## config.mk

```make
export PLATFORM = sky130hd
export DESIGN_NAME = mem_stage
export DESIGN_NICKNAME = d
export VERILOG_FILES = /design/src/logic/rv_pkg.sv /design/src/logic/mem_stage.sv
export SDC_FILE = /design/constraint.sdc
export NUM_CORES = 2
export LEC_CHECK = 0
export ABC_AREA = 1
export BUFFER_PORTS_ARGS = -buffer_cell sky130_fd_sc_hd__buf_2
export CELL_PAD_IN_SITES_DETAIL_PLACEMENT = 1
export CELL_PAD_IN_SITES_GLOBAL_PLACEMENT = 2
export CORE_MARGIN = 1
export CORE_UTILIZATION = 37
export CTS_BUF_LIST = sky130_fd_sc_hd__clkbuf_16
export CTS_CLUSTER_SIZE = 25
export DETAILED_ROUTE_END_ITERATION = 16
export PLACE_DENSITY = 0.77
export SETUP_SLACK_MARGIN = 0.15
export SYNTH_ARGS = -nofsm -noshare
export SYNTH_HDL_FRONTEND = slang
export SYNTH_SLANG_ARGS = --single-unit
```

## constraint.sdc

```tcl
create_clock -name clk -period 1.54 [get_ports clk]
set_input_delay 0.154 -clock clk [delete_from_list [all_inputs] [get_ports clk]]
set_output_delay 0.154 -clock clk [all_outputs]
set_load 0.005 [all_outputs]
```

## src/logic/rv_pkg.sv

```systemverilog
package rv_pkg;

	localparam int XLEN       = 32;
	localparam int DMEM_WORDS = 64;
	localparam int DMEM_AW    = $clog2(DMEM_WORDS);

	// base opcodes of the supported subset
	localparam logic [6:0] OP_RTYPE  = 7'b0110011;
	localparam logic [6:0] OP_ITYPE  = 7'b0010011;
	localparam logic [6:0] OP_LOAD   = 7'b0000011;
	localparam logic [6:0] OP_STORE  = 7'b0100011;
	localparam logic [6:0] OP_BRANCH = 7'b1100011;

	localparam logic [2:0] F3_ADD = 3'b000;
	localparam logic [2:0] F3_SLT = 3'b010;
	localparam logic [2:0] F3_XOR = 3'b100;
	localparam logic [2:0] F3_OR  = 3'b110;
	localparam logic [2:0] F3_AND = 3'b111;
	localparam logic [2:0] F3_LW  = 3'b010;
	localparam logic [2:0] F3_SW  = 3'b010;
	localparam logic [2:0] F3_BEQ = 3'b000;

	localparam logic [6:0] F7_BASE = 7'b0000000;
	localparam logic [6:0] F7_SUB  = 7'b0100000;

	typedef enum logic [2:0] {
		ALU_ADD,
		ALU_SUB,
		ALU_AND,
		ALU_OR,
		ALU_XOR,
		ALU_SLT
	} alu_op_e;

	// one instruction word, four field layouts
	typedef union packed {
		struct packed {
			logic [6:0] funct7;
			logic [4:0] rs2;
			logic [4:0] rs1;
			logic [2:0] funct3;
			logic [4:0] rd;
			logic [6:0] opcode;
		} r_fmt;
		struct packed {
			logic [11:0] imm;
			logic [4:0]  rs1;
			logic [2:0]  funct3;
			logic [4:0]  rd;
			logic [6:0]  opcode;
		} i_fmt;
		struct packed {
			logic [6:0] imm_hi;
			logic [4:0] rs2;
			logic [4:0] rs1;
			logic [2:0] funct3;
			logic [4:0] imm_lo;
			logic [6:0] opcode;
		} s_fmt;
		struct packed {
			logic       imm_12;
			logic [5:0] imm_10_5;
			logic [4:0] rs2;
			logic [4:0] rs1;
			logic [2:0] funct3;
			logic [3:0] imm_4_1;
			logic       imm_11;
			logic [6:0] opcode;
		} b_fmt;
	} rv_instr_u;

	typedef struct packed {
		logic    reg_we;
		logic    mem_re;
		logic    mem_we;
		logic    mem_to_reg;
		logic    is_branch;
		logic    alu_src_imm;
		alu_op_e alu_op;
	} ctrl_t;

	typedef struct packed {
		logic            valid;
		logic [XLEN-1:0] pc;
		rv_instr_u       instr;
	} if_id_t;

	typedef struct packed {
		logic            valid;
		logic [XLEN-1:0] pc;
		ctrl_t           ctrl;
		logic [4:0]      rs1;
		logic [4:0]      rs2;
		logic [4:0]      rd;
		logic [XLEN-1:0] rs1_val;
		logic [XLEN-1:0] rs2_val;
		logic [XLEN-1:0] imm;
	} id_ex_t;

	typedef struct packed {
		logic            valid;
		ctrl_t           ctrl;
		logic [4:0]      rd;
		logic [XLEN-1:0] alu_res;
		logic [XLEN-1:0] store_val;
	} ex_mem_t;

	typedef struct packed {
		logic            valid;
		logic            reg_we;
		logic [4:0]      rd;
		logic [XLEN-1:0] wb_val;
	} mem_wb_t;

endpackage
```

## src/logic/mem_stage.sv

```systemverilog
`timescale 1ns/1ps

module mem_stage
	import rv_pkg::*;
(
	input  logic            clk,
	input  logic            rst_n,
	input  ex_mem_t         ex_mem_i,
	output logic            store_valid_o,
	output logic [XLEN-1:0] store_addr_o,
	output logic [XLEN-1:0] store_data_o,
	output mem_wb_t         mem_wb_o
);

	logic [XLEN-1:0]    dmem [DMEM_WORDS];
	logic [DMEM_AW-1:0] word_idx;
	logic [XLEN-1:0]    load_word;

	// word index from address bits 7:2
	assign word_idx  = ex_mem_i.alu_res[DMEM_AW+1:2];
	assign load_word = dmem[word_idx];

	assign store_valid_o = ex_mem_i.valid && ex_mem_i.ctrl.mem_we;
	assign store_addr_o  = ex_mem_i.alu_res;
	assign store_data_o  = ex_mem_i.store_val;

	always_ff @(posedge clk or negedge rst_n) begin
		if (!rst_n) begin
			for (int i = 0; i < DMEM_WORDS; i++) begin
				dmem[i] <= '0;
			end
		end else if (store_valid_o) begin
			dmem[word_idx] <= ex_mem_i.store_val;
		end
	end

	always_ff @(posedge clk or negedge rst_n) begin
		if (!rst_n) begin
			mem_wb_o <= '0;
		end else begin
			mem_wb_o.valid  <= ex_mem_i.valid;
			mem_wb_o.reg_we <= ex_mem_i.valid && ex_mem_i.ctrl.reg_we;
			mem_wb_o.rd     <= ex_mem_i.rd;
			mem_wb_o.wb_val <= ex_mem_i.ctrl.mem_to_reg ? load_word : ex_mem_i.alu_res;
		end
	end

endmodule

```

; After elaboration in Yosys (flattened, before gate mapping)
; Index checks and enable logic that the tools add are counted.
; W data, S select, Z words.
[word_totals]
out_inout_bits = 104
input_bits = 81
reg_bits = 2087
[op_classes]
magnitude_cmp = 2
reduce_logical = 3
bitwise = 1
n_mux = 7
[op_table]
columns = op, n
row1 = $bwmux W2048, 1
row2 = $bmux W32 S6, 1
row3 = $demux W32 S6, 1
row4 = $mux W32, 4
row5 = $ge A7 B7 Y1 const B, 1
row6 = $lt A7 B1 Y1 const B, 1
row7 = $not A6 Y7, 1
row8 = $logic_and A1 B1 Y1, 3

; Longest topological paths before layout
[logic_depth]
depth_word = 6
ltp_mapped = 17

; Least setup slack after synthesis
; Ideal clock, no wire load.
[synth_timing]
path_kind = in2reg
from = input ex_mem_i[34] in the netlist's numbering
to = register dmem[340] in the netlist's numbering
arrival_ps = 1628
path_slack_ps = -223
t_required_ps = 1405
setup_ps = 135
path_buffers = 3
stages = 8
cell_sequence = buf_2 inv_2 buf_2 nor4_4 nand2_2 clkbuf_1 nand2_1 o21ai_0
[synth_between]
elab_chain_len = 6
word_cells_on_any_way = 7
[synth_lines]
columns = element, line
row1 = from (decl), mem_stage.sv:8  ; input ex_mem_t ex_mem_i,
row2 = $not A6 Y7 (not written as such) (*), mem_stage.sv:33  ; dmem[word_idx] <= ex_mem_i.store_val;
row3 = $ge A7 B7 Y1 (not written as such) or $lt A7 B1 Y1 (tied branches), mem_stage.sv:33
row4 = $logic_and A1 B1 Y1 (not written as such), mem_stage.sv:33
row5 = $mux W32 (not written as such), mem_stage.sv:33
row6 = $demux W32 S6 (*), mem_stage.sv:33
row7 = $bwmux W2048 (*), mem_stage.sv:33
row8 = "to (signal, indexed assignment)", mem_stage.sv:33
row9 = to (decl), mem_stage.sv:15  ; logic [XLEN-1:0] dmem [DMEM_WORDS];
; Every way passes the cells marked *; elsewhere a longest branch is shown, timed or not.
; A chain may end at the register's enable or synchronous reset.

; Final worst setup path
[layout_timing]
from = register mem_wb_o[22] in the netlist's numbering
to = output mem_wb_o[22] in the netlist's numbering
[layout_lines]
columns = element, line
row1 = from (decl), mem_stage.sv:12  ; output mem_wb_t mem_wb_o
; No word-level cell between the ends.

==> results.rst <==
.. list-table::
   :header-rows: 1

   * - Metric
     - Value
   * - Layout Utilization
     - 0.458
   * - Capturing element type of the critical path
     - output port
   * - Wire length per cell after detailed routing
     - 22.5 µm
   * - Largest net degree at the start of global routing
     - 87
   * - DR vias
     - 90141
   * - GRT Residual Overflow
     - 0
   * - Aggregate global-route resource usage
     - 0.296
   * - Hold Vio Cnt, Final
     - 0
   * - Post-detailed-route via-to-cell ratio
     - 5.19
   * - H-Tree Level Count
     - 4
   * - Number of setup violations in the final report
     - 34
   * - Ordered cell list for the critical path
     - buf_2
   * - Total wire length after detailed routing
     - 391000 µm
   * - Classification of the worst setup path
     - register to output port
   * - PnR worst setup slack
     - -288 ps
   * - Synthesized area
     - 0.0977 mm²
   * - # clock sinks
     - 2087
   * - Cell leakage power
     - 0.0622 µW
   * - Status
     - complete, but fails checks
   * - Minimum hold slack
     - 10.9 ps
   * - Post-Syn Instances
     - 13289
   * - Layout overhead on the synthesized area
     - 23.0%
   * - Tot Pwr
     - 136000 µW
   * - # nets final
     - 13744
   * - Distinct cells, synth
     - 23
   * - Required time at the worst-slack endpoint
     - 1390 ps
   * - Number of global-route vias before repair
     - 94414
   * - Longest individual stage delay on the worst path
     - 570 ps
   * - Standard cell core area
     - 0.263 mm²
   * - Number of buffers inserted by port buffering
     - 178
   * - Number of nets still failing antenna checks after routing
     - 0
   * - Largest vdd supply drop
     - 0.987 mV
   * - Number of warning messages in the yosys log
     - 0
   * - Standard-cell rows
     - 188
   * - Y dimension of the die
     - 516 µm
   * - Final weighted congestion in routability-driven placement
     - 0.842
   * - Post-placement cell area
     - 0.109 mm²
   * - Clk Latency, worst-skew pair
     - 920 ps
   * - Final design area excluding fillers
     - 0.120 mm²
   * - Cell at the root of the clock tree
     - clkbuf_16
   * - CTS tree
     - yes
   * - Critical Path Slowest Stage Cell
     - dfrtp_2
   * - Router iterations before antenna repair
     - 6
   * - RSZ-0062 raised after global routing
     - true
   * - Post-route clock period utilization
     - 1.19
   * - Startpoint kind of the worst setup timing path
     - register
   * - Setup clock skew after layout
     - 47.1 ps
   * - Sequential cell area fraction in the yosys report
     - 0.534
   * - Final critical-path required period
     - 1830 ps
   * - Final Slew Violations
     - 0
   * - Cell family with the largest share of critical-path delay
     - flip-flops
   * - Residual DRC count
     - 0
   * - Total power density per cell area
     - 1130 mW/mm²
   * - Horizontal die dimension
     - 516 µm
   * - Initial standard-cell utilization of the core
     - 0.372
   * - Arrival time at the worst endpoint
     - 1670 ps
   * - Synthesized netlist net count
     - 13370
   * - Worst path buffer plus inverter count
     - 1
   * - Synth area leader
     - dfrtp_1
   * - Number of antenna violations at the first check in global routing
     - 12
   * - Drt first-iter violations
     - 6152
   * - Top-level port count
     - 185
   * - Flops & latches, synth
     - 2087
   * - Actual transition at the worst max-transition pin
     - 649 ps
   * - Share of cells above drive strength 1
     - 0.142
   * - Wire length of the first global-routing pass
     - 601000 µm
   * - Worst max-slew margin expressed relative to the limit
     - 0.568
   * - Mean instance size in the synthesized netlist
     - 7.36 µm²
   * - Largest fanout on the critical path
     - 6
   * - Hold crit path type
     - input pin to register
   * - Overall die area
     - 0.266 mm²
   * - HPWL after detailed placement
     - 255000 µm
   * - Clock transition time at the flip-flop clock pins of the worst setup and hold paths
     - 60 ps
   * - Violations in the final reports
     - setup timing
   * - Top cells by area, synth
     - dfrtp_1, nand2_1, o21ai_0, clkbuf_1, o21ai_1
   * - Number of max-capacitance violations reported
     - 0
   * - Yosys top cell area share
     - 0.534
   * - Largest buffer count on any clock path
     - 4
   * - Number of buffers created by CTS
     - 247
   * - Maximum clock frequency
     - 547 MHz
-- path summary, 6_finish.rpt --
kind                               from            to  slack (ps)  cells after the start
setup / recovery           mem_wb_o[22]  mem_wb_o[22]        -290                      1
hold / removal             ex_mem_i[75]     dmem[276]          10                      7
setup reg to reg              dmem[257]   mem_wb_o[1]        -120                     13
hold reg to reg              dmem[1149]    dmem[1149]         480                      2
max in group asynchronous         rst_n    dmem[1152]         520                      4
min in group asynchronous         rst_n    dmem[1880]         140                      3
-- what timing repair did --
item                       in CTS  in global routing
hold buffers                   97                  1
gates resized for setup       362                162
buffers inserted               18                 52
setup endpoints to repair      72               2106
pin swaps                     185                168
hold endpoints to repair     3681                  1
-- cells in the mapped netlist --
| cell | n |
|---|---|
| o21ai_0 | 1841 |
| nor4_4 | 6 |
| nor2_1 | 91 |
| or2_2 | 27 |
| nand2_2 | 66 |
| nand4_1 | 2 |
| buf_1 | 39 |
| a22oi_1 | 1 |
| inv_1 | 75 |
| nand3b_1 | 2 |
| nor3_1 | 4 |
| o21ai_1 | 224 |
| nand2_1 | 7670 |
| clkbuf_1 | 868 |
| nor3_4 | 2 |
| nand3_1 | 53 |
| buf_2 | 99 |
| a21oi_1 | 20 |
| o211ai_1 | 8 |
| inv_2 | 3 |
| dfrtp_1 | 2087 |
| buf_4 | 68 |
| clkinv_1 | 33 |
-- layout by cell type (no fill, tap or decap), drive strengths merged, types with 27 or more instances in the layout --
cell and count:
buf 1102, clkbuf 250, clkinv 113, dfrtp 2087, dlygate4sd3 97, inv 161
nand2 7736, nand3 53, nor2 91, o21ai 2065, or2 27
-- registers in the layout, summed over array words and instances (netlist names) --
name and count:
dmem 2048, mem_wb_o 39
-- layer usage --
metal  global-route usage  routed length (µm)  up-vias
met5                    0                   0        -
met4               0.0831               11600        0
met3               0.0292               14600      523
met2                0.488              184000     1717
met1                0.411              181000    45783
li1                     -                   -    42118
-- power breakdown --
part	internal [µW]	switching (µW)	total, µW
sequential	59300	2540	61800
combinational	6280	10800	17100
clock	32400	24400	56800
-- cell type report --
cell class                      count  area [µm²]
Fill cell                       31889      142000
Sequential cell                  2087       52200
Multi-Input combinational cell  10017       42200
Timing Repair Buffer             1199       13200
Clock buffer                      250        6260
Tap cell                         3515        4400
Clock inverter                    189        1370
Inverter                          111         452
Antenna cell                       16        40.0
-- per-stage QoR --
step	cells	worst slack, ps	setup TNS (ps)
2_1_floorplan	13289	-82.1	-80020
3_3_place_gp	16762	-1140	-1078470
3_5_place_dp	16762	-1160	-1134900
4_1_cts	17316	-333	-15380
5_1_grt	17380	-301	-5500
6_report	17384	-288	-3390
-- cell families (layout without fill, tap and decap cells) --
kind of cell / Yosys count / count (layout) / synth area share
simple gates: 7923 / 7923 / 0.309
flops: 2087 / 2087 / 0.534
compound gates: 2094 / 2094 / 0.107
buf+inv: 1185 / 1749 / 0.0494
other cells: 0 / 16 / 0
Power figures use the tool's default switching activity.
