--- src/logic/rv_pkg.sv ---
package rv_pkg;

	localparam int XLEN       = 32;
	localparam int DMEM_WORDS = 64;
	localparam int DMEM_AW    = $clog2(DMEM_WORDS);

	// base opcodes of the supported subset
	localparam logic [6:0] OP_RTYPE  = 7'b0110011;
	localparam logic [6:0] OP_ITYPE  = 7'b0010011;
	localparam logic [6:0] OP_LOAD   = 7'b0000011;
	localparam logic [6:0] OP_STORE  = 7'b0100011;
	localparam logic [6:0] OP_BRANCH = 7'b1100011;

	localparam logic [2:0] F3_ADD = 3'b000;
	localparam logic [2:0] F3_SLT = 3'b010;
	localparam logic [2:0] F3_XOR = 3'b100;
	localparam logic [2:0] F3_OR  = 3'b110;
	localparam logic [2:0] F3_AND = 3'b111;
	localparam logic [2:0] F3_LW  = 3'b010;
	localparam logic [2:0] F3_SW  = 3'b010;
	localparam logic [2:0] F3_BEQ = 3'b000;

	localparam logic [6:0] F7_BASE = 7'b0000000;
	localparam logic [6:0] F7_SUB  = 7'b0100000;

	typedef enum logic [2:0] {
		ALU_ADD,
		ALU_SUB,
		ALU_AND,
		ALU_OR,
		ALU_XOR,
		ALU_SLT
	} alu_op_e;

	// one instruction word, four field layouts
	typedef union packed {
		struct packed {
			logic [6:0] funct7;
			logic [4:0] rs2;
			logic [4:0] rs1;
			logic [2:0] funct3;
			logic [4:0] rd;
			logic [6:0] opcode;
		} r_fmt;
		struct packed {
			logic [11:0] imm;
			logic [4:0]  rs1;
			logic [2:0]  funct3;
			logic [4:0]  rd;
			logic [6:0]  opcode;
		} i_fmt;
		struct packed {
			logic [6:0] imm_hi;
			logic [4:0] rs2;
			logic [4:0] rs1;
			logic [2:0] funct3;
			logic [4:0] imm_lo;
			logic [6:0] opcode;
		} s_fmt;
		struct packed {
			logic       imm_12;
			logic [5:0] imm_10_5;
			logic [4:0] rs2;
			logic [4:0] rs1;
			logic [2:0] funct3;
			logic [3:0] imm_4_1;
			logic       imm_11;
			logic [6:0] opcode;
		} b_fmt;
	} rv_instr_u;

	typedef struct packed {
		logic    reg_we;
		logic    mem_re;
		logic    mem_we;
		logic    mem_to_reg;
		logic    is_branch;
		logic    alu_src_imm;
		alu_op_e alu_op;
	} ctrl_t;

	typedef struct packed {
		logic            valid;
		logic [XLEN-1:0] pc;
		rv_instr_u       instr;
	} if_id_t;

	typedef struct packed {
		logic            valid;
		logic [XLEN-1:0] pc;
		ctrl_t           ctrl;
		logic [4:0]      rs1;
		logic [4:0]      rs2;
		logic [4:0]      rd;
		logic [XLEN-1:0] rs1_val;
		logic [XLEN-1:0] rs2_val;
		logic [XLEN-1:0] imm;
	} id_ex_t;

	typedef struct packed {
		logic            valid;
		ctrl_t           ctrl;
		logic [4:0]      rd;
		logic [XLEN-1:0] alu_res;
		logic [XLEN-1:0] store_val;
	} ex_mem_t;

	typedef struct packed {
		logic            valid;
		logic            reg_we;
		logic [4:0]      rd;
		logic [XLEN-1:0] wb_val;
	} mem_wb_t;

endpackage
--- src/logic/fetch_stage.sv ---
`timescale 1ns/1ps

module fetch_stage
	import rv_pkg::*;
(
	input  logic            clk,
	input  logic            rst_n,
	input  logic            stall_i,
	input  logic            flush_i,
	input  logic [XLEN-1:0] branch_target_i,
	input  logic [XLEN-1:0] instr_i,
	output logic [XLEN-1:0] imem_addr_o,
	output if_id_t          if_id_o
);

	logic [XLEN-1:0] pc;

	assign imem_addr_o = pc;

	// flush wins over stall
	always_ff @(posedge clk or negedge rst_n) begin
		if (!rst_n) begin
			pc <= '0;
		end else if (flush_i) begin
			pc <= branch_target_i;
		end else if (!stall_i) begin
			pc <= pc + 32'd4;
		end
	end

	always_ff @(posedge clk or negedge rst_n) begin
		if (!rst_n) begin
			if_id_o <= '0;
		end else if (flush_i) begin
			// wrong-path word is dropped
			if_id_o.valid <= 1'b0;
		end else if (!stall_i) begin
			if_id_o.valid <= 1'b1;
			if_id_o.pc    <= pc;
			if_id_o.instr <= instr_i;
		end
	end

endmodule

--- config.mk ---
export PLATFORM = sky130hd
export DESIGN_NAME = fetch_stage
export DESIGN_NICKNAME = d
export VERILOG_FILES = /design/src/logic/rv_pkg.sv /design/src/logic/fetch_stage.sv
export SDC_FILE = /design/constraint.sdc
export NUM_CORES = 1
export LEC_CHECK = 0
export ABC_AREA = 1
export BUFFER_PORTS_ARGS = -buffer_cell sky130_fd_sc_hd__buf_4
export CORE_MARGIN = 3
export CORE_UTILIZATION = 50
export CTS_BUF_LIST = sky130_fd_sc_hd__clkbuf_4 sky130_fd_sc_hd__clkbuf_8
export DETAILED_ROUTE_END_ITERATION = 12
export PLACE_DENSITY_LB_ADDON = 0.05
export SYNTH_ARGS = -nofsm -noshare
export SYNTH_HDL_FRONTEND = slang
export SYNTH_SLANG_ARGS = --single-unit
--- constraint.sdc ---
create_clock -name clk -period 1.5 [get_ports clk]
set_input_delay 0.15 -clock clk [delete_from_list [all_inputs] [get_ports clk]]
set_output_delay 0.15 -clock clk [all_outputs]
set_load 0.1 [all_outputs]
Word level (Yosys, flattened, before mapping):

Cells that the tools add are included.

* word-level logic and storage cells: 13
* bits in registers: 97

* add/subtract/negate cells: 1
* bitwise logic cells: 2
* reduce and logical (&&, ||, !) cells: 1
* multiplexer cells: 4
* equality and inequality tests: 1

Operators by type and width (count)
* $mux 65: 1
* $mux 32: 2
* $add 32x3->32 const B: 1
* $ne 2x1->1 const B: 1
* $not 1->1: 2
* $reduce_and 2->1: 1
* $mux 1: 1

Logic depth before layout (Yosys ltp):

Gate-level depths: netlist (run 1).

* depth in word-level cells: 3
* gate-level depth with buffers: 8

Worst setup path after synthesis (run 1):

No wires, ideal clock.

* path type: reg2reg
* from: reg pc[2] (netlist: imem_addr_o[2])
* to: reg pc[22] (netlist: imem_addr_o[22])
* buffers on the path: 0
* arrival: 2000 ps
* slack: -630 ps
* clock period less this slack: 2130 ps
* data required time: 1370 ps
* cell stages (with the launch flop): 9
* path through: dfrtp_1 -> ha_1 -> nand2_1 -> nor2_1 -> nand2_1 -> nor2_4 -> nand3_1 -> nand3_1 -> nand3_1

* longest elaborated chain between the ends: 3

Ends and longest elaborated chain
* start: declaration: line fetch_stage.sv:16 `logic [XLEN-1:0] pc;`
* start signal: assignment: line fetch_stage.sv:25 `pc <= branch_target_i;`
* start signal: assignment: line fetch_stage.sv:27 `pc <= pc + 32'd4;`
* $add 32x3->32: line fetch_stage.sv:27
* $mux 32: line fetch_stage.sv:26 `end else if (!stall_i) begin`
* $mux 32: line fetch_stage.sv:24 `end else if (flush_i) begin`

No other way between the ends. The select of a mux whose other input is x is not followed.
A chain may end at the register's enable or synchronous reset.

Worst setup path after layout (run 1):

* from: reg pc[11] (netlist: imem_addr_o[11])
* to: reg pc[24] (netlist: imem_addr_o[24])

The elaborated chain is that of the path after synthesis.

==> impl_metrics.env, run 1 <==
export IMPL_fmax_ghz=0.6682
export IMPL_worstRegToRegCells=7
export IMPL_synthArstFlopShare_pct=100.0
export IMPL_final_fill_count=684
export IMPL_synth_seq_area_share_pct=52.52
export IMPL_min_period_over_period_pct=99.77
export IMPL_antennaDiodeCount=0
export IMPL_crit_path_start_kind="flip-flop"
export IMPL_place_hpwl_um=9484
export IMPL_synth_edf_count=0
export IMPL_ir_drop_v=0.0008765
export IMPL_pwr_share_comb_pct=45.1
export IMPL_critical_path_arrival_ps=1800
export IMPL_syn_inst=588
export IMPL_vias=4707
export IMPL_power_switching_mw=4.384
export IMPL_synth_nets=657
export IMPL_drt_antenna_violating_nets=0
export IMPL_wl_per_cell_um=15.86
export IMPL_synth_top_area_share_pct=52.52
export IMPL_grt_max_degree=98
export IMPL_yosysUniqueCellTypes=26
export IMPL_coreArea_um2=8848
export IMPL_placedCellCount=845
export IMPL_grt_pass1_wl_um=22690
export IMPL_min_from="branch_target_i[10]"
export IMPL_power_leakage_nw=3.375
export IMPL_slew_headroom_pct=64.29
export IMPL_routed_wirelength_um=14300
export IMPL_root_buffer="clkbuf_8"
export IMPL_start_util_pct=52.23
export IMPL_ys_seq_elements=97
export IMPL_slew_viol_final=0
export IMPL_r2r_start="imem_addr_o[11]$_DFFE_PN0N_"
export IMPL_grt_pass1_vias=4608
export IMPL_final_hold_violation_count=0
export IMPL_ys_warn_count=0
export IMPL_yosys_top_cells_area="dfrtp_1 (53%), nand2_1 (17%), nor2_1 (6.3%)"
export IMPL_crit_path_start="imem_addr_o[11]$_DFFE_PN0N_"
export IMPL_cts_tree="done"
export IMPL_cts_max_path_buffers=2
export IMPL_drt_pass1_iterations=5
export IMPL_die_height_um=102.1
export IMPL_worst_pin_slew_ps=535.6
export IMPL_final_instance_count_excl_fill=902
export IMPL_num_rows=34
export IMPL_setup_viol=0
export IMPL_drt_iter0_drc=293
export IMPL_nets=858
export IMPL_status="complete, no violations"
export IMPL_setup_tns_ps=0
export IMPL_rsz0062_at_grt="yes"
export IMPL_yosysTopAreaCell="dfrtp_1"
export IMPL_die_area_um2=10430
export IMPL_hold_worst_slack_ps=3.162
export IMPL_clockPowerShare_pct=18.0
export IMPL_grt_ovfl_total=0
export IMPL_skew_ps=8.058
export IMPL_p_sw_share_pct=49.70
export IMPL_areaGrowthSynthToFinish_pct=44.83
export IMPL_min_delay_path_class="input pin to flip-flop"
export IMPL_power_density_nw_per_um2=1318
export IMPL_portBuffers=164
export IMPL_synth_common_cells="nand2_1 (208), dfrtp_1 (97), nor2_1 (77)"
export IMPL_worstSetupEndpointType="flip-flop"
export IMPL_internal_power_mw=4.437
export IMPL_synthesis_area_um2=4622
export IMPL_reg2reg_to="imem_addr_o[24]$_DFFE_PN0N_"
export IMPL_power_mw=8.820
export IMPL_seq_power_share_pct=36.9
export IMPL_cts_sinks=97
export IMPL_drc=0
export IMPL_regToRegSetupSlack_ps=3
export IMPL_via_per_inst=5.218
export IMPL_antenna_found_initial=0
export IMPL_max_cap_violations=0
export IMPL_cts_inserted_buffers=9
export IMPL_worstSetupPathType="flip-flop to flip-flop"
export IMPL_layout_min_cycle_time_ps=1497
export IMPL_pin_count=165
export IMPL_gp_congestion=0.9308
export IMPL_die_x_um=102.1
export IMPL_crit_end="imem_addr_o[24]$_DFFE_PN0N_"
export IMPL_synth_most_common_cell="nand2_1"
export IMPL_path_max_fanout=6
export IMPL_grt_usage_pct=27.61
export IMPL_clk_pin_slew_ps=100
export IMPL_avgSynthCellArea_um2=7.860
export IMPL_layout_drive_gt1_share_pct=30.98
export IMPL_crit_required_ps=1800
export IMPL_htreeDepth=3
export IMPL_synth_ff_type="dfrtp_1"
export IMPL_clk_latency_ps=370
==> worst max-delay path, stage by stage (launching register included) <==
cell	delay, ps
dfrtp_4	470
nand2_1	90
inv_1	130
nand3_1	170
nor2_4	240
buf_6	150
nand4_1	80
nand3_1	100
==> placed cells by master, fill, tap and decap left out, types with 3 or more instances in the layout <==
cell	n
nand2_1	206
buf_4	173
nor2_1	76
dfrtp_1	68
inv_1	49
nand3_1	48
dlygate4sd3_1	34
o21ai_0	27
dfrtp_2	17
nand4_1	15
dfrtp_4	12
nor2_4	10
clkbuf_8	9
a22o_1	6
o211ai_1	6
nand3b_1	4
buf_12	4
nand3_2	3
o2111ai_1	3
==> flip-flops by register name, indices dropped and copies added, names as in the netlist <==
register and cells:
if_id_o 65, imem_addr_o 32
==> final cells by class <==
class | instances | area (µm²) | share of cell area, %
clock inverters | 6 | 42.54 | 0.6355
inverters | 51 | 191.4 | 2.860
flip-flops and latches | 97 | 2494 | 37.25
well taps | 108 | 135.1 | 2.019
clock buffers | 10 | 131.4 | 1.963
repair buffers | 212 | 1730 | 25.85
multi-input cells | 418 | 1969 | 29.42
==> power by group through the flow <==
stage                     combinational (mW)  clock (mW)  sequential, mW
final                                   3.98        1.59            3.25
after global routing                    4.13        1.73            3.30
after CTS                               3.95        1.61            3.25
after detailed placement                3.87           0            3.30
after global placement                  3.84           0            3.28
after floorplan                        0.507           0            5.67
==> what timing repair did <==
item                                   4_1_cts  5_1_grt
buffers inserted                             3        3
setup endpoints to repair                    4       14
endpoints found under the hold margin      130        0
hold buffers                                34        0
pin swaps                                    2       11
gates cloned                                 0        1
gates resized for setup                      4       12
==> cell families after synthesis <==
kind of cell,synth area share [%]
buffers and inverters,6.687
AND/OR/NAND/NOR,34.24
AO/OA/AOI/OAI,6.280
flip-flops,52.52
adder cells (fa/ha/maj),0.2707
==> routing by layer <==
layer	vias up	global-route usage [%]	share of wire, %
met1	2239	36.31	42
met2	167	46.33	50
met3	24	5.119	6.5
met4	0	8.981	1.9
met5	-	0	0
li1	2277	-	-
==> worst min path at each step <==
stage	end	depth (start not counted)
2_1_floorplan	if_id_o[0]$_DFFE_PN0P_	0
3_3_place_gp	if_id_o[21]$_DFFE_PN0P_	2
3_5_place_dp	if_id_o[21]$_DFFE_PN0P_	2
4_1_cts	imem_addr_o[10]$_DFFE_PN0N_	3
5_1_grt	if_id_o[15]$_DFFE_PN0P_	3
6_report	imem_addr_o[10]$_DFFE_PN0N_	3
==> metrics by stage <==
stage	area, µm²	setup WS, ps	utilization [%]
2_1_floorplan	4701	-109.5	-
3_3_place_gp	6047	71.18	68.34
3_5_place_dp	6047	-50.73	68.34
5_1_grt	6694	-48.17	75.65
6_report	6694	3.411	75.65
4_1_cts	6589	5.193	74.46
No activity file was read; power rests on OpenSTA's default activity.
==> run 2, diff against run 1 <==
--- a/config.mk
+++ b/config.mk
@@ -5,13 +5,14 @@
 export SDC_FILE = /design/constraint.sdc
 export NUM_CORES = 1
 export LEC_CHECK = 0
-export ABC_AREA = 1
 export BUFFER_PORTS_ARGS = -buffer_cell sky130_fd_sc_hd__buf_4
+export CORE_ASPECT_RATIO = 0.8
 export CORE_MARGIN = 3
 export CORE_UTILIZATION = 50
 export CTS_BUF_LIST = sky130_fd_sc_hd__clkbuf_4 sky130_fd_sc_hd__clkbuf_8
 export DETAILED_ROUTE_END_ITERATION = 12
 export PLACE_DENSITY_LB_ADDON = 0.05
+export RECOVER_POWER = 25
 export SYNTH_ARGS = -nofsm -noshare
 export SYNTH_HDL_FRONTEND = slang
 export SYNTH_SLANG_ARGS = --single-unit
==> run 2 against run 1 <==
- the run now ends with setup timing left
- via count decreased by 22%
- design area shrank 3.5%
- synthesized area is 9.2% lower
- flip-flop and latch count unchanged
- maximum frequency decreased by 25%
- wire length decreased by 19%
- register-to-register slack worse by 490 ps
==> impl_metrics.env, run 2 <==
export IMPL_cts_tree="done"
export IMPL_ys_seq_elements=97
export IMPL_nets=637
export IMPL_portBuffers=164
export IMPL_die_x_um=108.4
export IMPL_worstSetupEndpointType="flip-flop"
export IMPL_synthArstFlopShare_pct=100.0
export IMPL_largest_reg_flops=65
export IMPL_avgSynthCellArea_um2=12.34
export IMPL_syn_inst=340
export IMPL_synth_most_common_cell="dfrtp_1"
export IMPL_synth_ff_type="dfrtp_1"
export IMPL_drt_pass1_iterations=4
export IMPL_wl_per_cell_um=16.94
export IMPL_pin_count=165
export IMPL_met1_length_um=4549
export IMPL_clk_latency_ps=360
export IMPL_rsz0062_at_grt="yes"
export IMPL_critical_path_arrival_ps=2210
export IMPL_top_register="if_id_o"
export IMPL_die_height_um=87.94
export IMPL_cts_sinks=97
export IMPL_start_util_pct=52.10
export IMPL_setup_viol=17
export IMPL_pre_cts_ws_ps=-539.8
export IMPL_setup_ws_ps=-483.3
export IMPL_grt_pass1_wl_um=17710
export IMPL_failed_checks="setup timing"
export IMPL_num_rows=29
export IMPL_htreeDepth=3
export IMPL_coreArea_um2=8055
export IMPL_min_delay_path_class="input pin to flip-flop"
export IMPL_min_period_over_period_pct=132.2
export IMPL_ir_drop_v=0.0009414
export IMPL_drt_iter0_drc=139
export IMPL_worstSetupPathType="flip-flop to flip-flop"
export IMPL_areaGrowthSynthToFinish_pct=53.88
export IMPL_ys_warn_count=0
export IMPL_worst_pin_slew_ps=1146
export IMPL_routed_wirelength_um=11530
export IMPL_wl_met2_um=5972
export IMPL_synth_nets=409
export IMPL_status="complete, but fails checks"
export IMPL_drt_antenna_violating_nets=0
export IMPL_synth_top_area_share_pct=57.84
export IMPL_synth_common_cells="dfrtp_1 (97), mux2_2 (66), nand2_1 (27)"
export IMPL_final_cell_mix="buf_4 (207), dfrtp_1 (73), mux2_2 (66), nand2_1 (26), dlygate4sd3_1 (17)"
export IMPL_slew_viol_final=0
export IMPL_die_area_um2=9535
export IMPL_grt_pass1_vias=3650
export IMPL_gp_congestion=0.7696
export IMPL_crit_required_ps=1730
export IMPL_fmax_ghz=0.5042
export IMPL_path_max_fanout=4
export IMPL_via_per_inst=5.407
export IMPL_antennaDiodeCount=0
export IMPL_clk_pin_slew_ps=90
export IMPL_layout_min_cycle_time_ps=1983
export IMPL_place_hpwl_um=8168
export IMPL_layout_commonest_cell="buf_4"
export IMPL_crit_path_start_kind="flip-flop"
export IMPL_grt_max_degree=42
export IMPL_max_cap_violations=0
export IMPL_synth_seq_area_share_pct=57.84
export IMPL_cts_inserted_buffers=9
export IMPL_drc=0
export IMPL_yosysUniqueCellTypes=30
export IMPL_power_leakage_nw=2.893
export IMPL_synthesis_area_um2=4197
export IMPL_yosysTopAreaCell="dfrtp_1"
export IMPL_final_fill_count=510
export IMPL_grt_ovfl_total=0
export IMPL_layout_drive_gt1_share_pct=59.69
export IMPL_hold_worst_slack_ps=12.74
export IMPL_power_density_nw_per_um2=1444
export IMPL_root_buffer="clkbuf_8"
export IMPL_synth_edf_count=0
export IMPL_highest_signal_layer="met4"
export IMPL_wl_met3_um=853
export IMPL_vias=3682
export IMPL_final_hold_violation_count=0
export IMPL_cts_max_path_buffers=2
export IMPL_skew_ps=7.383
export IMPL_yosys_top_cells_area="dfrtp_1 (58%), mux2_2 (18%), or4_1 (2.5%)"
export IMPL_slew_headroom_pct=23.57
export IMPL_grt_usage_pct=24.00
export IMPL_antenna_found_initial=0
==> run 2: cell types whose count changed after synthesis, sizes merged, moves of 6 or more <==
cell / delta
nand2: -183
a22o: -6
xor2: +10
nor2: -71
nand3: -38
a31oi: +14
mux2: +66
or4: +15
o31ai: +11
nand4: -8
buf: -12
o21ai: -10
clkbuf: +7
inv: -47
==> run 2: layout make-up <==
cell class,instances,area [µm²],share of cell area (%)
clock buffer,12,146.4,2.267
clock inverter,4,31.28,0.4844
inverter,4,15.01,0.2325
multi-input combinational,222,1787,27.67
sequential,97,2485,38.48
tap,108,135.1,2.093
timing repair buffer,234,1858,28.77
==> run 2: per-layer routing <==
layer	vias to the layer above	track usage [%]
met2	160	41.62
met1	1810	29.74
met4	0	8.142
met3	17	5.748
li1	1695	-
met5	-	0
==> run 2: what timing repair did <==
item / in CTS / in global routing
setup buffers: 3 / 2
pin swaps: 17 / 15
hold buffers: 15 / 2
hold endpoints to repair: 111 / 2
setup endpoints to repair: 17 / 23
gates resized for setup: 7 / 17
cloned: 2 / 0
==> run 2: report_power, final <==
group	leakage (nW)	switching (mW)	internal (mW)
clock	0.0831	0.889	0.662
sequential	1.11	0.229	3.01
combinational	1.70	3.44	1.09
==> run 2: stage by stage <==
step | power (mW) | cell area, µm² | utilization [%] | instances | TNS [ps]
floorplan | 6.585 | 4282 | - | 340 | -9301
global placement | 7.696 | 5969 | 74.11 | 641 | -5251
detailed placement | 7.771 | 5969 | 74.11 | 641 | -6274
CTS | 9.352 | 6366 | 79.03 | 677 | -6125
global route | 9.660 | 6457 | 80.16 | 681 | -7079
finish | 9.322 | 6457 | 80.16 | 681 | -6043
==> run 2: worst max-delay path, stage by stage, from the launching register on <==
cell	delay, ps
dfrtp_4	420
nand3_2	80
or4_4	550
buf_2	160
buf_4	150
o31ai_1	340
a31oi_2	140
==> run 2: kinds of logic after synthesis <==
group	synth area share, %
DFF	57.84
muxes	17.95
adders and majority gates	0.2981
xor gates and xnor gates	2.713
and+or+nand+nor	12.40
AOI/OAI and AO/OA	6.559
buffers and inverters	2.236
==> run 2: path summary, 6_finish.rpt <==
path / start / to / slack [ps] / cells past startpoint
setup / recovery: imem_addr_o[10]$_DFFE_PN0N_ / imem_addr_o[21]$_DFFE_PN0N_ / -480 / 6
max in group asynchronous: rst_n / imem_addr_o[5]$_DFFE_PN0N_ / 160 / 3
setup reg to reg: imem_addr_o[10]$_DFFE_PN0N_ / imem_addr_o[21]$_DFFE_PN0N_ / -480 / 6
min in group asynchronous: rst_n / if_id_o[52]$_DFFE_PN0P_ / 520 / 2
hold / removal: instr_i[21] / if_id_o[21]$_DFFE_PN0P_ / 10 / 2
hold reg to reg: if_id_o[21]$_DFFE_PN0P_ / if_id_o[21]$_DFFE_PN0P_ / 510 / 1
