==> src/logic/rv_pkg.sv <==
package rv_pkg;

	localparam int XLEN       = 32;
	localparam int DMEM_WORDS = 64;
	localparam int DMEM_AW    = $clog2(DMEM_WORDS);

	// base opcodes of the supported subset
	localparam logic [6:0] OP_RTYPE  = 7'b0110011;
	localparam logic [6:0] OP_ITYPE  = 7'b0010011;
	localparam logic [6:0] OP_LOAD   = 7'b0000011;
	localparam logic [6:0] OP_STORE  = 7'b0100011;
	localparam logic [6:0] OP_BRANCH = 7'b1100011;

	localparam logic [2:0] F3_ADD = 3'b000;
	localparam logic [2:0] F3_SLT = 3'b010;
	localparam logic [2:0] F3_XOR = 3'b100;
	localparam logic [2:0] F3_OR  = 3'b110;
	localparam logic [2:0] F3_AND = 3'b111;
	localparam logic [2:0] F3_LW  = 3'b010;
	localparam logic [2:0] F3_SW  = 3'b010;
	localparam logic [2:0] F3_BEQ = 3'b000;

	localparam logic [6:0] F7_BASE = 7'b0000000;
	localparam logic [6:0] F7_SUB  = 7'b0100000;

	typedef enum logic [2:0] {
		ALU_ADD,
		ALU_SUB,
		ALU_AND,
		ALU_OR,
		ALU_XOR,
		ALU_SLT
	} alu_op_e;

	// one instruction word, four field layouts
	typedef union packed {
		struct packed {
			logic [6:0] funct7;
			logic [4:0] rs2;
			logic [4:0] rs1;
			logic [2:0] funct3;
			logic [4:0] rd;
			logic [6:0] opcode;
		} r_fmt;
		struct packed {
			logic [11:0] imm;
			logic [4:0]  rs1;
			logic [2:0]  funct3;
			logic [4:0]  rd;
			logic [6:0]  opcode;
		} i_fmt;
		struct packed {
			logic [6:0] imm_hi;
			logic [4:0] rs2;
			logic [4:0] rs1;
			logic [2:0] funct3;
			logic [4:0] imm_lo;
			logic [6:0] opcode;
		} s_fmt;
		struct packed {
			logic       imm_12;
			logic [5:0] imm_10_5;
			logic [4:0] rs2;
			logic [4:0] rs1;
			logic [2:0] funct3;
			logic [3:0] imm_4_1;
			logic       imm_11;
			logic [6:0] opcode;
		} b_fmt;
	} rv_instr_u;

	typedef struct packed {
		logic    reg_we;
		logic    mem_re;
		logic    mem_we;
		logic    mem_to_reg;
		logic    is_branch;
		logic    alu_src_imm;
		alu_op_e alu_op;
	} ctrl_t;

	typedef struct packed {
		logic            valid;
		logic [XLEN-1:0] pc;
		rv_instr_u       instr;
	} if_id_t;

	typedef struct packed {
		logic            valid;
		logic [XLEN-1:0] pc;
		ctrl_t           ctrl;
		logic [4:0]      rs1;
		logic [4:0]      rs2;
		logic [4:0]      rd;
		logic [XLEN-1:0] rs1_val;
		logic [XLEN-1:0] rs2_val;
		logic [XLEN-1:0] imm;
	} id_ex_t;

	typedef struct packed {
		logic            valid;
		ctrl_t           ctrl;
		logic [4:0]      rd;
		logic [XLEN-1:0] alu_res;
		logic [XLEN-1:0] store_val;
	} ex_mem_t;

	typedef struct packed {
		logic            valid;
		logic            reg_we;
		logic [4:0]      rd;
		logic [XLEN-1:0] wb_val;
	} mem_wb_t;

endpackage
==> src/logic/decode_stage.sv <==
`timescale 1ns/1ps

module decode_stage
	import rv_pkg::*;
(
	input  logic    clk,
	input  logic    rst_n,
	input  if_id_t  if_id_i,
	input  logic    flush_i,
	input  mem_wb_t mem_wb_i,
	output logic    stall_o,
	output id_ex_t  id_ex_o
);

	rv_instr_u       ins;
	logic [6:0]      opcode;
	ctrl_t           ctrl;
	logic [XLEN-1:0] imm;
	logic [XLEN-1:0] rs1_val;
	logic [XLEN-1:0] rs2_val;

	assign ins    = if_id_i.instr;
	assign opcode = ins.r_fmt.opcode;

	reg_file reg_file_i (
		.clk      (clk),
		.rst_n    (rst_n),
		.rs1_i    (ins.r_fmt.rs1),
		.rs2_i    (ins.r_fmt.rs2),
		.rs1_val_o(rs1_val),
		.rs2_val_o(rs2_val),
		.we_i     (mem_wb_i.valid && mem_wb_i.reg_we),
		.rd_i     (mem_wb_i.rd),
		.wdata_i  (mem_wb_i.wb_val)
	);

	// unsupported encodings keep ctrl at zero and become bubbles
	always_comb begin
		ctrl        = '0;
		ctrl.alu_op = ALU_ADD;
		case (opcode)
			OP_RTYPE: begin
				ctrl.reg_we = 1'b1;
				if (ins.r_fmt.funct7 == F7_SUB && ins.r_fmt.funct3 == F3_ADD) begin
					ctrl.alu_op = ALU_SUB;
				end else if (ins.r_fmt.funct7 == F7_BASE) begin
					case (ins.r_fmt.funct3)
						F3_ADD:  ctrl.alu_op = ALU_ADD;
						F3_SLT:  ctrl.alu_op = ALU_SLT;
						F3_XOR:  ctrl.alu_op = ALU_XOR;
						F3_OR:   ctrl.alu_op = ALU_OR;
						F3_AND:  ctrl.alu_op = ALU_AND;
						default: ctrl.reg_we = 1'b0;
					endcase
				end else begin
					ctrl.reg_we = 1'b0;
				end
			end
			OP_ITYPE: begin
				ctrl.reg_we      = (ins.i_fmt.funct3 == F3_ADD);
				ctrl.alu_src_imm = 1'b1;
			end
			OP_LOAD: begin
				ctrl.reg_we      = (ins.i_fmt.funct3 == F3_LW);
				ctrl.mem_re      = (ins.i_fmt.funct3 == F3_LW);
				ctrl.mem_to_reg  = 1'b1;
				ctrl.alu_src_imm = 1'b1;
			end
			OP_STORE: begin
				ctrl.mem_we      = (ins.s_fmt.funct3 == F3_SW);
				ctrl.alu_src_imm = 1'b1;
			end
			OP_BRANCH: begin
				ctrl.is_branch = (ins.b_fmt.funct3 == F3_BEQ);
				ctrl.alu_op    = ALU_SUB;
			end
			default: ctrl = '0;
		endcase
	end

	// immediate layout picked by format
	always_comb begin
		case (opcode)
			OP_STORE:  imm = {{20{ins.s_fmt.imm_hi[6]}}, ins.s_fmt.imm_hi, ins.s_fmt.imm_lo};
			OP_BRANCH: imm = {{19{ins.b_fmt.imm_12}}, ins.b_fmt.imm_12, ins.b_fmt.imm_11,
				ins.b_fmt.imm_10_5, ins.b_fmt.imm_4_1, 1'b0};
			default:   imm = {{20{ins.i_fmt.imm[11]}}, ins.i_fmt.imm};
		endcase
	end

	// load in EX feeding the instruction in ID
	assign stall_o = if_id_i.valid && id_ex_o.valid && id_ex_o.ctrl.mem_re &&
		id_ex_o.rd != 5'd0 &&
		(id_ex_o.rd == ins.r_fmt.rs1 || id_ex_o.rd == ins.r_fmt.rs2);

	always_ff @(posedge clk or negedge rst_n) begin
		if (!rst_n) begin
			id_ex_o <= '0;
		end else if (flush_i || stall_o) begin
			id_ex_o <= '0;
		end else begin
			id_ex_o.valid   <= if_id_i.valid;
			id_ex_o.pc      <= if_id_i.pc;
			id_ex_o.ctrl    <= ctrl;
			id_ex_o.rs1     <= ins.r_fmt.rs1;
			id_ex_o.rs2     <= ins.r_fmt.rs2;
			id_ex_o.rd      <= ins.r_fmt.rd;
			id_ex_o.rs1_val <= rs1_val;
			id_ex_o.rs2_val <= rs2_val;
			id_ex_o.imm     <= imm;
		end
	end

endmodule

==> src/logic/reg_file.sv <==
`timescale 1ns/1ps

module reg_file
	import rv_pkg::*;
(
	input  logic            clk,
	input  logic            rst_n,
	input  logic [4:0]      rs1_i,
	input  logic [4:0]      rs2_i,
	output logic [XLEN-1:0] rs1_val_o,
	output logic [XLEN-1:0] rs2_val_o,
	input  logic            we_i,
	input  logic [4:0]      rd_i,
	input  logic [XLEN-1:0] wdata_i
);

	// x0 has no storage
	logic [XLEN-1:0] regs [1:31];

	always_ff @(posedge clk or negedge rst_n) begin
		if (!rst_n) begin
			for (int i = 1; i < 32; i++) begin
				regs[i] <= '0;
			end
		end else if (we_i && rd_i != 5'd0) begin
			regs[rd_i] <= wdata_i;
		end
	end

	// same-cycle write is visible to the reader
	function automatic logic [XLEN-1:0] read_reg(input logic [4:0] addr);
		logic [XLEN-1:0] val;
		if (addr == 5'd0) begin
			val = '0;
		end else if (we_i && addr == rd_i) begin
			val = wdata_i;
		end else begin
			val = regs[addr];
		end
		return val;
	endfunction

	always_comb begin
		rs1_val_o = read_reg(rs1_i);
		rs2_val_o = read_reg(rs2_i);
	end

endmodule

==> config.mk <==
export PLATFORM = sky130hd
export DESIGN_NAME = decode_stage
export DESIGN_NICKNAME = d
export VERILOG_FILES = /design/src/logic/rv_pkg.sv /design/src/logic/decode_stage.sv /design/src/logic/reg_file.sv
export SDC_FILE = /design/constraint.sdc
export NUM_CORES = 2
export LEC_CHECK = 0
export CAP_MARGIN = 15
export CORE_MARGIN = 8
export CORE_UTILIZATION = 60
export CTS_BUF_LIST = sky130_fd_sc_hd__clkbuf_8
export CTS_CLUSTER_DIAMETER = 200
export CTS_CLUSTER_SIZE = 24
export DETAILED_ROUTE_END_ITERATION = 16
export DONT_BUFFER_PORTS = 1
export PLACE_DENSITY = 0.87
export SLEW_MARGIN = 20
export SYNTH_ARGS = -nofsm -noshare
export SYNTH_HDL_FRONTEND = slang
export SYNTH_SLANG_ARGS = --single-unit
==> constraint.sdc <==
create_clock -name clk -period 1.73 [get_ports clk]
set_input_delay 0.0865 -clock clk [delete_from_list [all_inputs] [get_ports clk]]
set_output_delay 0.0865 -clock clk [all_outputs]
set_load 0.1 [all_outputs]
After elaboration in Yosys (flattened, before gate mapping)
Index checks and enable logic that the tools add are counted.
- order comparisons: 4
- eq/ne operators: 14
- muxes and demuxes: 28
- bitwise gates (word level): 3
- reduce and logical (&&, ||, !) cells: 20
- operators with widths (cell ; number):
    992-bit bitwise mux ; 1
    32-bit binary-select mux with 5-bit select ; 2
    32-bit 2-to-1 mux ; 9
    32-bit demux with 5-bit select ; 1
    153-bit 2-to-1 mux ; 1
    12-bit case mux with 2 select lines ; 1
    7-bit by 6-bit equality test with 1-bit output, second input constant ; 3
    5-bit equality test ; 4
    6-bit >= comparator, second input constant ; 3
    5-bit NOT with 6-bit output ; 3
    3-bit case mux with 4 select lines ; 1
    1-bit logical AND ; 10
    5-bit zero test ; 2
    5-bit nonzero test ; 2
    3-bit equality test, second input constant ; 3
    1-bit 2-to-1 mux ; 8
    7-bit by 2-bit equality test with 1-bit output, second input constant ; 1
    7-bit by 5-bit equality test with 1-bit output, second input constant ; 1
    7-bit equality test, second input constant ; 1
    7-bit zero test ; 1
    6-bit by 1-bit less-than comparator with 1-bit output, second input constant ; 1
    3-bit 2-to-1 mux ; 2
    3-bit case mux with 2 select lines ; 1
    5-bit OR reduction ; 1
    5 further kinds ; 6
- flip-flop bits (word level): 1145
- input port bits: 107
- output and inout port bits: 154

Depth between registers and ports, before layout
- depth after elaboration: 7
- depth in mapped cells: 11
- gate-level depth less buffers: 5

Modules after synthesis
Synthesis repeated with hierarchy kept, for this count alone.
- cell total of the unflattened synthesis: 4265
- area total of the unflattened synthesis: 59399.5 sq um
- by module, submodules not included (module ; times used ; cells an instance ; area an instance (sq um) ; sequential area each (sq um)):
    reg_file ; 1 ; 3753 ; 53815.4 ; 24823.8
    decode_stage ; 1 ; 512 ; 5584.1 ; 3353.2

Least setup slack after synthesis
OpenSTA, ideal clock, no wires.
- path type: flip-flop to output port
- start point: register id_ex_o[98] (netlist name)
- end point: output stall_o
- arrival: 2.685 ns
- data required time: 1.643 ns
- slack: -1.041 ns
- stages on the path, launching flop included: 5
- path buffers: 0
- path through: dfrtp_1 xor2_1 nor3_1 a22oi_1 nor2_1
- cells in the longest elaborated chain, start to end: 3
- elaborated cells on any way between the ends: 6
- RTL lines (element ; RTL line ; text):
    start, declared ; decode_stage.sv:12 ; output id_ex_t id_ex_o
    5-bit equality test / 5-bit nonzero test (equally long branches) ; decode_stage.sv:94, decode_stage.sv:93 ;
    1-bit logical OR / 1-bit logical AND (equally long branches) ; decode_stage.sv:94, decode_stage.sv:92 ;
    1-bit logical AND (*) ; decode_stage.sv:93 ; id_ex_o.rd != 5'd0 &&
    end, declared ; decode_stage.sv:11 ; output logic stall_o,
Every way passes the cells marked *; elsewhere a longest branch is shown, timed or not.

==> impl_results.html <==
<table>
<tr><th>Metric</th><th>Value</th></tr>
<tr><th colspan="2">Run status</th></tr>
<tr><td>Status</td><td>complete, but fails checks</td></tr>
<tr><td>Violations in the final reports</td><td>hold timing, slew limit, setup timing</td></tr>
<tr><th colspan="2">Detailed routing</th></tr>
<tr><td>Violation count after the first detailed-route iteration</td><td>6328</td></tr>
<tr><td>ANT nets after route</td><td>0</td></tr>
<tr><td>Top routing layer used</td><td>met5</td></tr>
<tr><td>Remaining routing DRC violations</td><td>0</td></tr>
<tr><td>Vias per cell</td><td>7.493</td></tr>
<tr><td>Via count</td><td>42930</td></tr>
<tr><td>Met3 layer wire length in the routed design</td><td>30.16 mm</td></tr>
<tr><td>Number of detailed-routing iterations run before antenna repair</td><td>6</td></tr>
<tr><td>M1 wire length</td><td>68.83 mm</td></tr>
<tr><td>Routed wl met2</td><td>88.09 mm</td></tr>
<tr><td>Final wirelength</td><td>204.7 mm</td></tr>
<tr><td>Final routed wire length divided by cell count</td><td>35.72 um</td></tr>
<tr><th colspan="2">Clocking</th></tr>
<tr><td>Clock edge transition at the registers on the reported setup and hold paths</td><td>0.15 ns</td></tr>
<tr><td>Number of H-tree levels</td><td>2</td></tr>
<tr><td>Clock tree root buffer cell</td><td>sky130_fd_sc_hd__clkbuf_8</td></tr>
<tr><td>Clock latency on the worst-skew pair</td><td>0.82 ns</td></tr>
<tr><td>CTS buffer count</td><td>52</td></tr>
<tr><td>Number of sinks on the clock net</td><td>1126</td></tr>
<tr><td>Clock tree from TritonCTS</td><td>done</td></tr>
<tr><td>Clock Tree Buf Depth</td><td>3</td></tr>
<tr><th colspan="2">Floorplanning</th></tr>
<tr><td>Core region area</td><td>96850 sq um</td></tr>
<tr><td>Effective utilization at floorplan</td><td>60.58%</td></tr>
<tr><td>Total die area</td><td>108000 sq um</td></tr>
<tr><td>Count of boundary I/O pins</td><td>261</td></tr>
<tr><td>Height of the chip</td><td>328.7 um</td></tr>
<tr><td>Die Wd</td><td>328.7 um</td></tr>
<tr><td># rows</td><td>114</td></tr>
<tr><th colspan="2">Power and ir drop</th></tr>
<tr><td>Leakage component of the power</td><td>30.56 nW</td></tr>
<tr><td>Max rail drop VDD</td><td>744.5 uV</td></tr>
<tr><td>Power Density</td><td>840.3 nW/um^2</td></tr>
<tr><th colspan="2">Synth</th></tr>
<tr><td>Post-Syn Area</td><td>58670 sq um</td></tr>
<tr><td>Post-synthesis cell type count</td><td>63</td></tr>
<tr><td>Syn Nets</td><td>4177</td></tr>
<tr><td>Predominant post-synthesis flop cell</td><td>sky130_fd_sc_hd__dfrtp_1</td></tr>
<tr><td>Number of flops mapped to enable cells by yosys</td><td>0</td></tr>
<tr><td>Proportion of synthesized chip area in sequential cells</td><td>48.03%</td></tr>
<tr><td>Number of synthesized register bits</td><td>1126</td></tr>
<tr><td>Synth async-reset ratio</td><td>100.0%</td></tr>
<tr><td>Warnings, synthesis</td><td>0</td></tr>
<tr><td>Mean Syn Cell Area</td><td>14.42 sq um</td></tr>
<tr><td>Cells after synthesis</td><td>4070</td></tr>
<tr><th colspan="2">Timing</th></tr>
<tr><td>Share of the clock period used by the worst path after layout</td><td>169.8%</td></tr>
<tr><td>Slew at the pin closest to its max-slew limit</td><td>4.683 ns</td></tr>
<tr><td>Final-layout worst hold slack</td><td>-1.029 ns</td></tr>
<tr><td>Clock Skews</td><td>0.03311 ns</td></tr>
<tr><td>Slew HR</td><td>-212.2%</td></tr>
<tr><td>Total Negative Setup Slacks</td><td>-352.99 ns</td></tr>
<tr><td>Fin. max-slew vios</td><td>821</td></tr>
<tr><td>RSZ-0062 raised after global routing</td><td>true</td></tr>
<tr><td>Tmin final</td><td>2.938 ns</td></tr>
<tr><td>Finish-stage setup viols</td><td>575</td></tr>
<tr><td>Final count of hold timing violations</td><td>941</td></tr>
<tr><td>Worst Slack Setup Final</td><td>-1.208 ns</td></tr>
<tr><td>Maximum clock frequency</td><td>0.3403 GHz</td></tr>
<tr><th colspan="2">Hold path</th></tr>
<tr><td>Class of the tightest hold or removal check</td><td>input port to asynchronous set/reset pin</td></tr>
<tr><th colspan="2">Cells and area</th></tr>
<tr><td>Layout net count</td><td>4539</td></tr>
<tr><td>Proportion of layout cells with a drive suffix above 1</td><td>52.15%</td></tr>
<tr><td>Synthesis-to-finish area growth</td><td>16.14%</td></tr>
<tr><td>Layout Utilization</td><td>70.36%</td></tr>
<tr><th colspan="2">GRT</th></tr>
<tr><td>Aggregate global routing overflow</td><td>0</td></tr>
<tr><td>Pin count of the biggest net entering global routing</td><td>1127</td></tr>
<tr><td>Via count of the first global-routing pass</td><td>43424</td></tr>
<tr><td>GRT Overall Usage</td><td>35.84%</td></tr>
<tr><td>Wire length of the first global-routing pass</td><td>289.0 mm</td></tr>
<tr><td>Antenna violations before repair</td><td>13</td></tr>
<tr><th colspan="2">Critical path</th></tr>
<tr><td>Worst reg2reg setup slack</td><td>-0.74 ns</td></tr>
<tr><td>Startpoint type of the worst setup path</td><td>input port</td></tr>
<tr><td>Start of the worst register-to-register path</td><td>id_ex_o[98]$_DFF_PN0_</td></tr>
<tr><td>Crit Path Max Fanout</td><td>1126</td></tr>
<tr><td>Arrival time at the worst endpoint</td><td>2.42 ns</td></tr>
<tr><td>Category of the worst setup path capture point</td><td>asynchronous set/reset pin</td></tr>
<tr><td>CP Data Required Time</td><td>1.22 ns</td></tr>
<tr><td>Terminus of the critical flop-to-flop path</td><td>id_ex_o[96]$_DFF_PN0_</td></tr>
<tr><td>Logic depth of the worst register-to-register path</td><td>10</td></tr>
<tr><td>Path type of the worst setup path</td><td>input port to asynchronous set/reset pin</td></tr>
<tr><th colspan="2">Placement</th></tr>
<tr><td>Half-perimeter wire length of the detailed placement result</td><td>113.7 mm</td></tr>
<tr><td>RD Place Congestion</td><td>0.8999</td></tr>
<tr><td>Quantity of I/O buffers inserted on ports</td><td>0</td></tr>
<tr><th colspan="2">Flow run</th></tr>
<tr><td># Max-Cap Violations</td><td>0</td></tr>
</table>
## cell usage after synthesis (13+ instances only)
cell type	number	area (sq um)
sky130_fd_sc_hd__buf_6	22	247.7
sky130_fd_sc_hd__o22ai_1	40	250.2
sky130_fd_sc_hd__clkbuf_1	233	874.6
sky130_fd_sc_hd__buf_1	53	198.9
sky130_fd_sc_hd__nor3_1	27	135.1
sky130_fd_sc_hd__dfrtp_1	1126	28180
sky130_fd_sc_hd__o2bb2ai_1	14	122.6
sky130_fd_sc_hd__mux4_2	429	9662
sky130_fd_sc_hd__nor4_1	60	375.4
sky130_fd_sc_hd__buf_2	75	375.4
sky130_fd_sc_hd__inv_1	51	191.4
sky130_fd_sc_hd__a21oi_1	32	160.2
sky130_fd_sc_hd__mux2_2	1037	11680
sky130_fd_sc_hd__nand3_1	18	90.09
sky130_fd_sc_hd__a211oi_1	35	262.8
sky130_fd_sc_hd__nor2b_1	13	81.33
sky130_fd_sc_hd__mux2i_1	166	1662
sky130_fd_sc_hd__a221oi_1	67	586.8
sky130_fd_sc_hd__a221o_1	28	280.3
sky130_fd_sc_hd__o32ai_1	27	236.5
sky130_fd_sc_hd__nor2_1	221	829.6
sky130_fd_sc_hd__xor2_1	14	122.6
sky130_fd_sc_hd__buf_4	48	360.4
sky130_fd_sc_hd__nand2_1	76	285.3
sky130_fd_sc_hd__mux2_1	16	180.2
## layer usage
layer,vias up,track usage [%]
li1,16127,-
met1,22113,45.18
met2,3589,52.22
met3,1093,13.47
met4,8,22.65
met5,-,1.403
## repair_timing
action / in CTS / in global routing
setup buffers: 2 / 13
gates resized for setup: 60 / 210
endpoints found under the hold margin: 2252 / 1622
hold buffers: 168 / 19
endpoints found under the setup margin: 153 / 198
gates cloned: 0 / 17
pin swaps: 3 / 25
## layout by cell type (no fill, tap or decap), types with 32 or more instances in the layout
master                          netlist  layout
sky130_fd_sc_hd__dfrtp_1           1126    1118
sky130_fd_sc_hd__mux2_2            1037    1037
sky130_fd_sc_hd__buf_4               48     434
sky130_fd_sc_hd__mux4_2             429     429
sky130_fd_sc_hd__mux2i_1            166     166
sky130_fd_sc_hd__dlygate4sd3_1        0     155
sky130_fd_sc_hd__nor2_1             221     144
sky130_fd_sc_hd__buf_12               4     101
sky130_fd_sc_hd__a221oi_1            67      67
sky130_fd_sc_hd__nand2_1             76      65
sky130_fd_sc_hd__nor2_4               0      56
sky130_fd_sc_hd__clkbuf_8             0      54
sky130_fd_sc_hd__inv_1               51      53
sky130_fd_sc_hd__nor4_4               0      43
sky130_fd_sc_hd__o22ai_1             40      40
sky130_fd_sc_hd__a21oi_1             32      32
## kinds of logic after synthesis
family | after synthesis | share of synthesized area (%)
DFF | 1126 | 48.03
AOI/OAI and AO/OA | 300 | 3.977
and+or+nand+nor | 471 | 3.736
muxes | 1656 | 39.87
buffers and inverters | 495 | 4.065
xor gates and xnor gates | 22 | 0.3284
## power by group
part | internal [W] | switching, W | total (W)
Combinational | 0.00766 | 0.00654 | 0.0142
Sequential | 0.0296 | 0.00248 | 0.0321
Clock | 0.00283 | 0.00817 | 0.0110
Total | 0.0401 | 0.0172 | 0.0573
## area by class of cell
| cell class | instances | area, sq um |
|---|---|---|
| clock inverters | 3 | 11.26 |
| repair buffers | 745 | 7706 |
| well taps | 1276 | 1597 |
| multi-input cells | 2449 | 29620 |
| clock buffers | 54 | 743.2 |
| fillers | 5727 | 28710 |
| inverters | 58 | 220.2 |
| diodes | 18 | 45.04 |
| flip-flops and latches | 1126 | 28190 |
## worst max-delay path by stage
stage / from / endpoint / slack (ns) / cells past startpoint
after floorplan: id_ex_o[98]$_DFF_PN0_ / id_ex_o[43]$_DFF_PN0_ / -0.39 / 6
after global placement: id_ex_o[98]$_DFF_PN0_ / id_ex_o[43]$_DFF_PN0_ / -0.27 / 5
after detailed placement: id_ex_o[98]$_DFF_PN0_ / id_ex_o[32]$_DFF_PN0_ / -0.38 / 5
after CTS: id_ex_o[30]$_DFF_PN0_ / id_ex_o[13] / -0.73 / 2
after global routing: id_ex_o[98]$_DFF_PN0_ / stall_o / -0.82 / 7
final: rst_n / id_ex_o[118]$_DFF_PN0_ / -1.21 / 0
## registers in the layout, indices dropped and copies added (netlist names)
name / flops
reg_file_i.regs: 992
id_ex_o: 134
## per-stage QoR
stage	worst slack, ns	power, W	cell area, sq um	cells
after floorplan	-0.3862	0.04148	58890	4070
after global placement	-0.2747	0.04369	63520	5436
after detailed placement	-0.3841	0.04457	63520	5436
after CTS	-0.7262	0.05603	66480	5663
after global routing	-0.8193	0.05886	68110	5715
final	-1.208	0.05726	68140	5729
(Power assumes the default switching activity.)
